`src/hw/display_defs.svh`:
```
`ifndef DISPLAY_DEFS_SVH
`define DISPLAY_DEFS_SVH

////////////////////////////////////////
// display sizing
////////////////////////////////////////

// binary value handed in by the requester
`define DISP_VALUE_W 12

// number of multiplexed digits on the module
`define DISP_DIGITS 4

// prescaler width, one scan step per 2**W clocks
`define DISP_SCAN_DIV_W 4

`endif

```
`src/hw/display_pkg.sv`:
```
`include "display_defs.svh"

package display_pkg;

    ////////////////////////////////////////
    // request opcodes
    ////////////////////////////////////////

    typedef enum logic {
        op_hex = 1'b0,  // nibbles shown as they are
        op_dec = 1'b1   // value converted to decimal first
    } disp_op_t;

    ////////////////////////////////////////
    // converter FSM
    ////////////////////////////////////////

    typedef enum logic [1:0] {
        st_idle  = 2'd0,
        st_shift = 2'd1,
        st_done  = 2'd2
    } conv_state_t;

    // one hex or BCD digit
    typedef logic [3:0] digit_t;

    // digit 0 is the least significant one
    typedef digit_t [`DISP_DIGITS-1:0] digits_t;

endpackage

```
`src/hw/conv_if.sv`:
```
`include "display_defs.svh"

// one conversion request from the decoder and its BCD result
interface conv_if;

    logic                     start;  // one-cycle pulse, converter idle
    logic [`DISP_VALUE_W-1:0] bin;    // valid with start
    logic                     done;   // one-cycle pulse
    display_pkg::digits_t     bcd;    // valid with done

    modport requester (
        output start,
        output bin,
        input  done,
        input  bcd
    );

    modport converter (
        input  start,
        input  bin,
        output done,
        output bcd
    );

endinterface

```
`src/hw/bcd_converter.sv`:
```
`include "display_defs.svh"

module bcd_converter (
    input  logic clk,
    input  logic reset_p,
    conv_if.converter conv
);
    import display_pkg::*;

    localparam int cnt_w = $clog2(`DISP_VALUE_W);
    localparam int acc_w = `DISP_DIGITS * 4;

    conv_state_t              state;
    logic [cnt_w-1:0]         bit_cnt;
    logic [`DISP_VALUE_W-1:0] shift_q;   // binary value, MSB leaves first
    digits_t                  acc;       // BCD accumulator
    logic [acc_w-1:0]         acc_adj;

    // add three to every digit above four
    function automatic digits_t add3(input digits_t d);
        digits_t r;
        r = d;
        for (int i = 0; i < `DISP_DIGITS; i++) begin
            if (r[i] > 4'd4) begin
                r[i] = r[i] + 4'd3;
            end
        end
        return r;
    endfunction

    // adjusting the cleared accumulator before the first shift changes nothing
    assign acc_adj = add3(acc);

    ////////////////////////////////////////
    // control FSM
    ////////////////////////////////////////

    always_ff @(posedge clk or posedge reset_p) begin
        if (reset_p) begin
            state   <= st_idle;
            bit_cnt <= '0;
        end
        else begin
            case (state)
                st_idle: begin
                    if (conv.start) begin
                        state   <= st_shift;
                        bit_cnt <= '0;
                    end
                end
                st_shift: begin
                    if (bit_cnt == cnt_w'(`DISP_VALUE_W - 1)) begin
                        state <= st_done;               // twelfth shift
                    end
                    bit_cnt <= bit_cnt + 1'b1;
                end
                st_done: state <= st_idle;
                default: state <= st_idle;
            endcase
        end
    end

    // shift and add three datapath
    always_ff @(posedge clk) begin
        if (state == st_idle && conv.start) begin
            shift_q <= conv.bin;
            acc     <= '0;
        end
        else if (state == st_shift) begin
            shift_q <= shift_q << 1;
            acc     <= {acc_adj[acc_w-2:0], shift_q[`DISP_VALUE_W-1]};
        end
    end

    assign conv.done = (state == st_done);
    assign conv.bcd  = acc;

endmodule

```
`src/hw/digit_scan.sv`:
```
`include "display_defs.svh"

module digit_scan (
    input  logic                   clk,
    input  logic                   reset_p,
    input  display_pkg::digits_t   digits,
    output logic [`DISP_DIGITS-1:0] com,
    output display_pkg::digit_t    digit
);
    import display_pkg::*;

    localparam int sel_w = $clog2(`DISP_DIGITS);
    localparam logic [`DISP_DIGITS-1:0] com_rst = ~`DISP_DIGITS'(1); // digit 0 on

    logic [`DISP_SCAN_DIV_W-1:0] clk_div;
    logic                        ff_cur, ff_old;
    logic                        tick;
    logic [`DISP_DIGITS-1:0]     com_next;
    logic [sel_w-1:0]            sel;

    // free-running prescaler
    always_ff @(posedge clk or posedge reset_p) begin
        if (reset_p) clk_div <= '0;
        else clk_div <= clk_div + 1'b1;
    end

    ////////////////////////////////////////
    // rising edge of the prescaler MSB
    ////////////////////////////////////////

    always_ff @(posedge clk or posedge reset_p) begin
        if (reset_p) begin
            ff_cur <= 1'b0;
            ff_old <= 1'b0;
        end
        else begin
            ff_cur <= clk_div[`DISP_SCAN_DIV_W-1];
            ff_old <= ff_cur;
        end
    end

    assign tick = ff_cur & ~ff_old;

    // 1110 -> 1101 -> 1011 -> 0111
    assign com_next = tick ? {com[`DISP_DIGITS-2:0], com[`DISP_DIGITS-1]} : com;

    // position of the low bit in the next common pattern
    always_comb begin
        sel = '0;
        for (int i = 0; i < `DISP_DIGITS; i++) begin
            if (!com_next[i]) sel = sel_w'(i);
        end
    end

    // digit follows com in the same cycle, and tracks register updates too
    always_ff @(posedge clk or posedge reset_p) begin
        if (reset_p) begin
            com   <= com_rst;
            digit <= '0;
        end
        else begin
            com   <= com_next;
            digit <= digits[sel];
        end
    end

endmodule

```
`src/hw/disp_cmd_decode.sv`:
```
`include "display_defs.svh"

module disp_cmd_decode (
    input  logic                     clk,
    input  logic                     reset_p,
    input  logic                     in_valid,
    output logic                     in_ready,
    input  logic [`DISP_VALUE_W-1:0] in_value,
    input  display_pkg::disp_op_t    in_op,
    conv_if.requester                conv,
    output display_pkg::digits_t     digits
);
    import display_pkg::*;

    // zero digits above the hex nibbles
    localparam int pad_w = `DISP_DIGITS * 4 - `DISP_VALUE_W;

    logic                     busy;     // decimal conversion in flight
    logic                     take;     // transfer cycle
    logic                     start_q;
    logic [`DISP_VALUE_W-1:0] bin_q;

    assign in_ready = ~busy;
    assign take     = in_valid & in_ready;

    ////////////////////////////////////////
    // opcode decode and display register
    ////////////////////////////////////////

    always_ff @(posedge clk or posedge reset_p) begin
        if (reset_p) begin
            busy    <= 1'b0;
            start_q <= 1'b0;
            digits  <= '0;
        end
        else begin
            start_q <= 1'b0;                            // start is a single pulse
            if (take) begin
                case (in_op)
                    op_hex: begin
                        digits <= {{pad_w{1'b0}}, in_value}; // straight to the low digits
                    end
                    op_dec: begin
                        busy    <= 1'b1;                // hold off the requester
                        start_q <= 1'b1;
                    end
                    default: begin
                        busy <= busy;
                    end
                endcase
            end
            else if (busy && conv.done) begin
                digits <= conv.bcd;                     // result lands the cycle after done
                busy   <= 1'b0;
            end
        end
    end

    // value for the converter, sampled at the transfer
    always_ff @(posedge clk) begin
        if (take && in_op == op_dec) begin
            bin_q <= in_value;
        end
    end

    assign conv.start = start_q;
    assign conv.bin   = bin_q;

endmodule

```
`src/hw/display_top.sv`:
```
`include "display_defs.svh"

module display_top (
    input  logic                     clk,
    input  logic                     reset_p,
    input  logic                     in_valid,
    output logic                     in_ready,
    input  logic [`DISP_VALUE_W-1:0] in_value,
    input  display_pkg::disp_op_t    in_op,
    output logic [7:0]               seg_7,
    output logic [`DISP_DIGITS-1:0]  com
);
    import display_pkg::*;

    digits_t disp_digits;   // display register
    digit_t  scan_digit;    // digit under the active common

    conv_if conv_bus ();

    ////////////////////////////////////////
    // decode, convert, scan
    ////////////////////////////////////////

    disp_cmd_decode cmd_inst (
        .clk      (clk),
        .reset_p  (reset_p),
        .in_valid (in_valid),
        .in_ready (in_ready),
        .in_value (in_value),
        .in_op    (in_op),
        .conv     (conv_bus.requester),
        .digits   (disp_digits)
    );

    bcd_converter conv_inst (
        .clk     (clk),
        .reset_p (reset_p),
        .conv    (conv_bus.converter)
    );

    digit_scan scan_inst (
        .clk     (clk),
        .reset_p (reset_p),
        .digits  (disp_digits),
        .com     (com),
        .digit   (scan_digit)
    );

    seg7_decoder seg_inst (
        .digit (scan_digit),
        .seg_7 (seg_7)
    );

endmodule

```
`src/hw/seg7_decoder.sv`:
```
module seg7_decoder (
    input  display_pkg::digit_t digit,
    output logic [7:0]          seg_7
);
    import display_pkg::*;

    digit_t value;

    assign value = digit;

    // active low, abcd_efgp, point always off
    always_comb begin
        case (value)
            4'h0: seg_7 = 8'b0000_0011;
            4'h1: seg_7 = 8'b1001_1111;
            4'h2: seg_7 = 8'b0010_0101;
            4'h3: seg_7 = 8'b0000_1101;
            4'h4: seg_7 = 8'b1001_1001;
            4'h5: seg_7 = 8'b0100_1001;
            4'h6: seg_7 = 8'b0100_0001;
            4'h7: seg_7 = 8'b0001_1011;
            4'h8: seg_7 = 8'b0000_0001;
            4'h9: seg_7 = 8'b0001_1001;
            4'ha: seg_7 = 8'b0001_0001;  // A
            4'hb: seg_7 = 8'b1100_0001;  // lower case b
            4'hc: seg_7 = 8'b0110_0011;  // C
            4'hd: seg_7 = 8'b1000_0101;  // lower case d
            4'he: seg_7 = 8'b0110_0001;  // E
            4'hf: seg_7 = 8'b0111_0001;  // F
            default: seg_7 = 8'b1111_1111;
        endcase
    end

endmodule

```
`config.mk`:
```
export PLATFORM = sky130hd
export DESIGN_NAME = display_top
export DESIGN_NICKNAME = d
export VERILOG_FILES = /design/src/hw/display_pkg.sv /design/src/hw/conv_if.sv /design/src/hw/bcd_converter.sv /design/src/hw/digit_scan.sv /design/src/hw/disp_cmd_decode.sv /design/src/hw/display_top.sv /design/src/hw/seg7_decoder.sv
export VERILOG_INCLUDE_DIRS = /design/src /design/src/hw
export SDC_FILE = /design/constraint.sdc
export NUM_CORES = 1
export LEC_CHECK = 0
export BUFFER_PORTS_ARGS = -buffer_cell sky130_fd_sc_hd__buf_2
export CORE_MARGIN = 10
export CORE_UTILIZATION = 64
export DETAILED_ROUTE_END_ITERATION = 10
export PLACE_DENSITY = 0.85
export SLEW_MARGIN = 20
export SYNTH_ARGS = -nofsm -noshare
export SYNTH_HDL_FRONTEND = slang
export SYNTH_SLANG_ARGS = --single-unit
```
`constraint.sdc`:
```
create_clock -name clk -period 2.56 [get_ports clk]
set_input_delay 0.384 -clock clk [delete_from_list [all_inputs] [get_ports clk]]
set_output_delay 0.384 -clock clk [all_outputs]
set_load 0.02 [all_outputs]
```
==> results of run 1 <==
Yosys cell counts, types with 8 or more instances:
| master | instances | area share (%) |
|---|---|---|
| mux2i_1 | 9 | 2.5 |
| ha_1 | 14 | 4.8 |
| a21oi_1 | 24 | 3.3 |
| inv_1 | 25 | 2.6 |
| o21ai_0 | 30 | 4.1 |
| xnor2_1 | 8 | 1.9 |
| dfrtp_1 | 35 | 24 |
| dfxtp_1 | 16 | 8.7 |
| nor2_1 | 16 | 1.6 |
| edfxtp_1 | 24 | 20 |
| o22ai_1 | 9 | 1.5 |
| o211ai_1 | 9 | 1.8 |
| nand2_1 | 74 | 7.6 |
cells by family after synthesis:
group,count (synthesis),synth area share (%)
muxes,11,3.14
xor gates and xnor gates,9,2.15
and+or+nand+nor,122,14.6
other,1,0.102
AOI/OAI and AO/OA,94,16.0
buffers and inverters,41,4.81
DFF,78,54.5
adders and majority gates,14,4.78
stage by stage:
stage / instances / hold slack, ps / power (uW) / area, um^2 / util, %
3_5_place_dp: 459 / 389 / 3670 / 3850 / 69.5
2_1_floorplan: 370 / 373 / 3220 / 3660 / -
5_1_grt: 475 / 151 / 4930 / 4050 / 73.0
4_1_cts: 475 / 131 / 4590 / 4050 / 73.0
3_3_place_gp: 459 / 386 / 3570 / 3850 / 69.5
6_report: 475 / 130 / 4580 / 4050 / 73.0
registers in the layout (all words and copies together), names as in the netlist:
| register | count |
|---|---|
| conv_inst.shift_q | 12 |
| scan_inst.ff_old | 1 |
| scan_inst.clk_div | 4 |
| cmd_inst.conv.bin | 12 |
| scan_inst.com | 4 |
| conv_inst.conv.bcd | 16 |
| conv_inst.bit_cnt | 4 |
| cmd_inst.conv.start | 1 |
| scan_inst.digit | 4 |
| cmd_inst.busy | 1 |
| conv_inst.state | 2 |
| scan_inst.ff_cur | 1 |
| cmd_inst.digits | 16 |
final timing paths:
path                                            from                    to  slack, ps
max in group asynchronous                    reset_p      scan_inst.com[2]       2090
min in group clk                         in_value[2]  cmd_inst.conv.bin[2]        220
worst max-delay path              scan_inst.digit[0]              seg_7[4]        460
worst min register to register  scan_inst.clk_div[3]      scan_inst.ff_cur        400
worst min-delay path                         reset_p    cmd_inst.digits[0]        130
worst max register to register      scan_inst.ff_cur    scan_inst.digit[0]        760
routing by layer:
| layer | share of wire, % | wire length (um) | track usage, % |
|---|---|---|---|
| met5 | 0 | 0 | 0 |
| met4 | 2.1 | 154 | 7.37 |
| met3 | 5.4 | 396 | 4.32 |
| met2 | 49 | 3600 | 28.3 |
| met1 | 44 | 3250 | 20.7 |
power breakdown:
group	switching, uW	leakage (uW)	internal (uW)
Clock	465	0.0000996	453
Combinational	975	0.000838	662
Sequential	287	0.000845	1740
Total	1730	0.00178	2860
area by class of cell:
| cell class | count | area (um^2) | area share, % |
|---|---|---|---|
| Clock buffer | 9 | 124 | 3.06 |
| Clock inverter | 7 | 73.8 | 1.82 |
| Inverter | 26 | 97.6 | 2.41 |
| Timing Repair Buffer | 32 | 173 | 4.27 |
| Tap cell | 72 | 90.1 | 2.23 |
| Multi-Input combinational cell | 251 | 1490 | 36.9 |
| Sequential cell | 78 | 2000 | 49.3 |
worst register-to-register path, cell delays in order (launching register included):
cell      delay [ps]
dfrtp_1          380
nor2b_1          520
mux2i_2          470
o221ai_1         210
o211ai_1         140
==> summary.txt, run 1 <==
Status: completed
GP Congestion: 0.867
Max frequency: 477 MHz
Initial antenna violation count: 0
Max_slew headroom: 57.4%
EDFF count, synth: 24
Chip height: 95.7 um
Syn Area/Cell: 9.90 um^2
Max stage delay on crit path: 420 ps
Tot GR Track Use: 17.1%
Post-layout nets: 428
Number of cell rows: 27
Total I/O pin count: 29
Setup WS post-layout: 462 ps
CP Buf/Inv Count: 2
WL per Instance: 15.6 um
WL final: 7400 um
Detail Route Antenna Nets: 0
Commonest non-fill, non-tap cell in the layout: nand2_1
DRC: 0
Async set or reset register ratio after synthesis: 48.7%
Fillers: 396
Setup Skew: 10.4 ps
Post-synth net total: 400
Sequential area share after synthesis: 54.5%
CTS Buf Count: 9
#FFs+latches synth: 78
Total negative slack: 0 ps
Share of layout cells above drive strength 1: 14.1%
P&R area growth vs syn: 10.4%
# port buffers: 27
Core area: 5540 um^2
Initial core utilization: 66.1%
Max Buffers Root-to-Sink: 2
Worst Path Required: 2180 ps
Tmin final: 2100 ps
Commonest cells after routing, fill and taps aside: 74 x nand2_1, 35 x dfrtp_1, 30 x o21ai_0, 27 x buf_2, 25 x inv_1
CP Cell Sequence: inv_1 > ha_1 > nor3_1 > a21o_1 > buf_2
Tcrit/Tclk final: 81.9%
Largest net degree at the start of global routing: 39
Max-cap violations: 0
Number of gates resized after cts: 0
CP arrival: 1710 ps
Post-CTS setup repair buffer count: 0
Drt first pass iters: 4
CTS root buf: clkbuf_8
Worst slack, placed: 819 ps
Synth unique cells: 43
Via density: 5.65
Dpl hpwl: 5190 um
R2R cell count: 4
Worst path slowest cell: dfrtp_1
RSZ-0062 raised after global routing: no
Worst-Margin Slew: 639 ps
Antenna cells: 0
Global-route wire length before repair: 12200 um
Vias: 2684
Worst VDD drop: 763 uV
Crit path max fanout: 5
Largest delay share family, worst path: flip-flops
Grt total ovfl: 0
Clock tree sinks: 78
LEAKAGE: 0.00178 uW
Yosys warns: 0
Endpoints failing hold: 0
Initial DRC Count: 139
# hold bufs at CTS: 0
Worst path depth: 5
Number of global-route vias before repair: 2666
Clock latency on the worst-skew pair: 350 ps
Final Setup Violations: 0
Top_reg_cell synth: dfrtp_1
Type of origin of the critical path: flop
Clk pin slew, worst setup/hold paths: 90 ps
Mapped Cells: 370
DIE WIDTH: 95.7 um
Cell Area, Synth: 3660 um^2
CTS tree: done
CP Class: flop to primary output
H-tree Lvls: 3
Die area: 9150 um^2
Pins Over Slew Limit: 0
Critical Path Sink Type: primary output
Power density of the placed cells: 1130 nW/um^2
Hold Crit Class: input port to asynchronous set/reset pin
Power figures use the tool's default switching activity.
==> run 2, diff against run 1 <==
--- a/config.mk
+++ b/config.mk
@@ -8,9 +8,9 @@
 export LEC_CHECK = 0
 export BUFFER_PORTS_ARGS = -buffer_cell sky130_fd_sc_hd__buf_2
 export CORE_MARGIN = 10
-export CORE_UTILIZATION = 64
+export CORE_UTILIZATION = 54
 export DETAILED_ROUTE_END_ITERATION = 10
-export PLACE_DENSITY = 0.85
+export PLACE_DENSITY = 0.77
 export SLEW_MARGIN = 20
 export SYNTH_ARGS = -nofsm -noshare
 export SYNTH_HDL_FRONTEND = slang
==> constraint.sdc (replaced) <==
create_clock -name clk -period 1.8 [get_ports clk]
set_input_delay 0.27 -clock clk [delete_from_list [all_inputs] [get_ports clk]]
set_output_delay 0.27 -clock clk [all_outputs]
set_load 0.02 [all_outputs]
==> run 2 against run 1 <==
- the flow now finishes with violations (hold timing, setup timing)
- worst setup slack got worse by 490 ps
- global-route usage decreased by 1.6 points
- design area increased by 2.7%
- critical path type unchanged
==> summary.txt, run 2 (synthesis results as in run 1) <==
Tot GR Track Use: 15.5% (-1.6 points)
Number of global-route vias before repair: 2630 (-1.4%)
Via density: 5.62 (-0.60%)
Global-route wire length before repair: 12700 um (+3.7%)
Final Setup Violations: 1 (+1)
Vias: 2724 (+1.5%)
Antenna cells: 0 (unchanged)
P&R area growth vs syn: 13.4%
Commonest non-fill, non-tap cell in the layout: nand2_1
Max-cap violations: 0 (unchanged)
Tmin final: 1830 ps
H-tree Lvls: 3 (unchanged)
Max Buffers Root-to-Sink: 2 (unchanged)
CP Class: flop to primary output
Clock latency on the worst-skew pair: 360 ps (about the same)
Core area: 6460 um^2 (+17%)
Endpoints failing hold: 7 (+7)
CTS Buf Count: 9 (unchanged)
Clock tree sinks: 78 (unchanged)
Drt first pass iters: 4 (unchanged)
WHS: -5.11 ps (-135 ps)
Crit path max fanout: 5 (unchanged)
Power density of the placed cells: 1590 nW/um^2 (+40%)
CP arrival: 1560 ps (-150 ps)
Largest net degree at the start of global routing: 39 (unchanged)
Final cell count without fillers: 485 (+2.1%)
Status: finished, violations left
Pins Over Slew Limit: 0 (unchanged)
Max_slew headroom: 59.2% (+1.8 points)
DP Cell Count: 466 (+1.5%)
Worst-Margin Slew: 612 ps (-27.0 ps)
Grt total ovfl: 0 (unchanged)
Critical Path Sink Type: primary output
Initial core utilization: 56.7% (-9.4 points)
Initial antenna violation count: 0 (unchanged)
DP Area: 3880 um^2 (+0.88%)
# port buffers: 27 (unchanged)
Failing checks: hold timing, setup timing
Worst flop-to-flop path endpoint: scan_inst.digit[0]
LEAKAGE: 0.00181 uW (+1.5%)
Worst Path Required: 1530 ps (-650 ps)
Total negative slack: -26.2 ps (-26.2 ps)
Initial DRC Count: 107 (-23%)
DRC: 0 (unchanged)
GP Congestion: 0.832 (-4.1%)
R2R cell count: 5 (+1)
Setup Skew: 14.2 ps (+3.82 ps)
Chip height: 102 um (+7.0%)
Type of origin of the critical path: flop
Max frequency: 548 MHz
Commonest cells after routing, fill and taps aside: 74 x nand2_1, 33 x dfrtp_1, 30 x o21ai_0, 24 x a21oi_1, 24 x edfxtp_1
Hold Crit Class: input port to asynchronous set/reset pin
Dpl hpwl: 5470 um (+5.4%)
Share of layout cells above drive strength 1: 17.9% (+3.7 points)
Post-layout nets: 433 (+1.2%)
Detail Route Antenna Nets: 0 (unchanged)
CP Cell Sequence: inv_2 > ha_4 > nand2b_4 > o211ai_1 > o31ai_1 > buf_2
Number of cell rows: 29 (+7.4%)
Die area: 10500 um^2 (+15%)
CTS tree: done
Worst VDD drop: 909 uV (+19%)
WL per Instance: 15.7 um (+0.80%)
CTS root buf: clkbuf_8
Tcrit/Tclk final: 101%
Post-route cell area: 4160 um^2 (+2.7%)
Max stage delay on crit path: 420 ps (about the same)
Clk pin slew, worst setup/hold paths: 100 ps (about the same)
Total I/O pin count: 29 (unchanged)
DIE WIDTH: 102 um (+7.0%)
RSZ-0062 raised after global routing: yes
Setup WS post-layout: -26.2 ps (-489 ps)
Crit. Startpoint: scan_inst.digit[1]
WL final: 7620 um (+2.9%)
Worst path slowest cell: dfrtp_1
FF-to-FF Start: scan_inst.ff_cur
Worst R2R Setup Slack: 220 ps (-540 ps)
-- run 2: changes by cell type in the layout (fill, tap and decap cells not counted), sizes merged --
cell      previous run  this run
clkinv               4         1
inv                 27        32
buf                 32        37
clkinvlp             1         0
bufinv               1         0
-- run 2: how the worst max path moves through the flow --
stage | endpoint | slack (ps) | cells after the start
6_report | seg_7[7] | -30 | 6
5_1_grt | seg_7[7] | -120 | 6
4_1_cts | seg_7[7] | -30 | 6
3_5_place_dp | scan_inst.digit[0] | 250 | 5
3_3_place_gp | seg_7[7] | 280 | 6
2_1_floorplan | seg_7[7] | 190 | 4
-- run 2: metal layers --
| metal | global-route usage [%] | vias up | part of all wire (%) |
|---|---|---|---|
| met3 | 4.72 | 19 | 5.0 |
| met4 | 6.62 | 0 | 3.0 |
| met2 | 24.6 | 66 | 48 |
| met5 | 0 | - | 0 |
| li1 | - | 1350 | - |
| met1 | 19.1 | 1289 | 44 |
-- run 2: through the flow --
step | utilization (%) | hold slack, ps | setup WS, ps | total power, uW
6_report | 64.3 | -5.11 | -26.2 | 6600
5_1_grt | 64.3 | 27.0 | -125 | 7090
4_1_cts | 64.1 | 9.15 | -27.2 | 6600
3_5_place_dp | 60.1 | 394 | 247 | 5240
3_3_place_gp | 60.1 | 387 | 278 | 5130
2_1_floorplan | - | 369 | 187 | 4570
-- run 2: timing repair --
| action | CTS | global route |
|---|---|---|
| hold buffers | 0 | 0 |
| gates resized for setup | 11 | 5 |
| pin swaps | 1 | 2 |
| setup buffers | 3 | 0 |
| endpoints found under the setup margin | 7 | 7 |
| gates cloned | 0 | 0 |
-- run 2: cell type report --
cell class	instances	area, um^2
Fill cell	551	2300
Sequential cell	78	2000
Clock inverter	7	71.3
Clock buffer	9	124
Timing Repair Buffer	37	233
Multi-Input combinational cell	251	1540
Tap cell	77	96.3
Inverter	26	97.6
-- run 2: critical path: cells and delay by family (launching register included) --
family                   cells  cell delay (ps)
AO/OA/AOI/OAI                2              180
buffers and inverters        2              320
flip-flops                   1              420
adder cells (fa/ha/maj)      1              170
AND/OR/NAND/NOR              1              120
-- run 2: where the power goes --
part / leakage [uW] / internal, uW / switching [uW]
sequential: 0.000841 / 2470 / 410
clock: 0.000100 / 546 / 730
combinational: 0.000867 / 1030 / 1410
==> run 3, diff against run 2 <==
--- a/config.mk
+++ b/config.mk
@@ -8,9 +8,10 @@
 export LEC_CHECK = 0
 export BUFFER_PORTS_ARGS = -buffer_cell sky130_fd_sc_hd__buf_2
 export CORE_MARGIN = 10
-export CORE_UTILIZATION = 54
+export CORE_UTILIZATION = 56
+export CTS_BUF_LIST = sky130_fd_sc_hd__clkbuf_8
 export DETAILED_ROUTE_END_ITERATION = 10
-export PLACE_DENSITY = 0.77
+export PLACE_DENSITY = 0.87
 export SLEW_MARGIN = 20
 export SYNTH_ARGS = -nofsm -noshare
 export SYNTH_HDL_FRONTEND = slang
==> run 3 against run 2 <==
- the run ends with setup timing left
- clock power is essentially flat
- clock skew down 5.6 ps
- hold slack gained 8.6 ps
- first-iteration DRC count is 89% higher
- largest power group unchanged
==> summary.txt, run 3 (synthesis results as in run 1) <==
Status: finished, violations left
Failing checks: setup timing
Dpl hpwl: 5330 um (-2.5%)
Power density of the placed cells: 1610 nW/um^2 (+1.5%)
Number of global-route vias before repair: 2746 (+4.4%)
Total I/O pin count: 29 (unchanged)
Clk pin slew, worst setup/hold paths: 90 ps (about the same)
Final Setup Violations: 4 (+3)
DP Area: 3880 um^2 (unchanged)
Die area: 10200 um^2 (-2.9%)
Register area: 2000 um^2 (about the same)
Antenna cells: 0 (unchanged)
Initial antenna violation count: 0 (unchanged)
Worst VDD drop: 963 uV (+6.0%)
Setup Skew: 8.63 ps (-5.56 ps)
Commonest cells after routing, fill and taps aside: 74 x nand2_1, 34 x dfrtp_1, 29 x o21ai_0, 25 x buf_2, 24 x edfxtp_1
P&R area growth vs syn: 14.1%
Max-cap violations: 0 (unchanged)
Vias: 2751 (+0.99%)
Pins Over Slew Limit: 0 (unchanged)
Drt first pass iters: 4 (unchanged)
Share of layout cells above drive strength 1: 18.0% (+0.16 points)
Tmin final: 1880 ps (+51.8 ps)
Worst slack, placed: 241 ps (-6.13 ps)
# port buffers: 27 (unchanged)
GP Congestion: 0.856 (+2.9%)
DRC: 0 (unchanged)
Worst Path Required: 1530 ps (about the same)
Global-route wire length before repair: 12700 um (+0.11%)
Post-route cell area: 4180 um^2 (+0.60%)
Initial DRC Count: 202 (+89%)
CP arrival: 1610 ps (+50 ps)
CTS Buf Count: 9 (unchanged)
Type of origin of the critical path: flop
WL final: 7820 um (+2.7%)
Multi-input gate area in the final layout: 1540 um^2 (+0.57%)
CP Cell Sequence: buf_6 > ha_4 > nand2b_4 > o211ai_1 > o31ai_1 > buf_2
Max stage delay on crit path: 430 ps (about the same)
Max frequency: 532 MHz (-2.8%)
Setup WS post-layout: -78.1 ps (-51.8 ps)
Post-layout nets: 435 (+0.46%)
# hold bufs at CTS: 0 (unchanged)
WL per Instance: 16.1 um (+2.3%)
Critical Path Sink Type: primary output
Clock tree sinks: 78 (unchanged)
Clock latency on the worst-skew pair: 360 ps (about the same)
CTS root buf: clkbuf_8
Largest net degree at the start of global routing: 39 (unchanged)
Initial core utilization: 57.7% (+0.97 points)
Pwr Total: 6740 uW (+2.1%)
Chip height: 101 um (-1.5%)
Core area: 6350 um^2 (-1.7%)
Via density: 5.65 (+0.58%)
Tot GR Track Use: 15.5% (+0.069 points)
Detail Route Antenna Nets: 0 (unchanged)
Grt total ovfl: 0 (unchanged)
Fillers: 468 (-15%)
Worst path slowest cell: dfrtp_1
H-tree Lvls: 3 (unchanged)
Tcrit/Tclk final: 104% (+2.9 points)
CP Class: flop to primary output
Endpoints failing hold: 0 (-7)
DIE WIDTH: 101 um (-1.5%)
LEAKAGE: 0.00183 uW (+1.5%)
Number of cell rows: 29 (unchanged)
Max Buffers Root-to-Sink: 2 (unchanged)
Worst-Margin Slew: 626 ps (+14.0 ps)
Total negative slack: -196 ps (-170 ps)
RSZ-0062 raised after global routing: yes
Crit path max fanout: 5 (unchanged)
CTS tree: done
Hold Crit Class: input port to asynchronous set/reset pin
Max_slew headroom: 58.3% (-0.94 points)
Commonest non-fill, non-tap cell in the layout: nand2_1
[run 3: cell count changes in the layout (fill, tap and decap cells not counted), sizes merged]
cell,before,now
clkinv,1,0
buf,37,39
inv,32,33
[run 3: repair_timing]
action | 4_1_cts | 5_1_grt
gates resized for setup | 13 | 4
pin swaps | 2 | 2
buffers inserted | 4 | 1
setup endpoints to repair | 5 | 5
[run 3: where the power goes]
part	internal [uW]	switching [uW]	leakage, uW
registers	2470	421	0.000843
logic	1060	1470	0.000889
clock network	554	758	0.000103
[run 3: area by class of cell]
class | count | share of cell area [%]
sequential | 78 | 47.8
multi-input combinational | 251 | 36.9
timing repair buffer | 39 | 5.99
clock buffer | 9 | 2.96
inverter | 26 | 2.33
tap | 77 | 2.30
clock inverter | 7 | 1.71
[run 3: per-layer routing]
layer  GRT usage [%]  up-vias  wire, um
met5               0        -         0
met4            8.04        0       147
met3            2.67       16       402
met2            27.1       68      4100
met1            17.7     1311      3170
li1                -     1356         -
[run 3: final timing paths]
check | start | end | slack [ps] | depth (start not counted)
max in group asynchronous | reset_p | scan_inst.com[2] | 1450 | 3
min reg2reg | scan_inst.clk_div[3] | scan_inst.ff_cur | 410 | 0
min in group clk | in_value[1] | cmd_inst.conv.bin[1] | 100 | 1
max | scan_inst.digit[0] | seg_7[7] | -80 | 6
max reg2reg | scan_inst.ff_cur | scan_inst.digit[1] | 130 | 4
min | reset_p | cmd_inst.digits[4] | 3 | 3
[run 3: stage by stage]
step	hold slack (ps)	utilization, %	std cells
final	3.45	65.8	487
after global routing	38.9	65.8	487
after CTS	16.3	65.6	486
after detailed placement	395	61.1	466
after global placement	386	61.1	466
after floorplan	369	-	370
[run 3: critical path: cells and delay by family (launching register included)]
family                   cells  cell delay [ps]
AND/OR/NAND/NOR              1              140
AO/OA/AOI/OAI                2              200
adder cells (fa/ha/maj)      1              180
flip-flops                   1              430
buffers and inverters        2              310
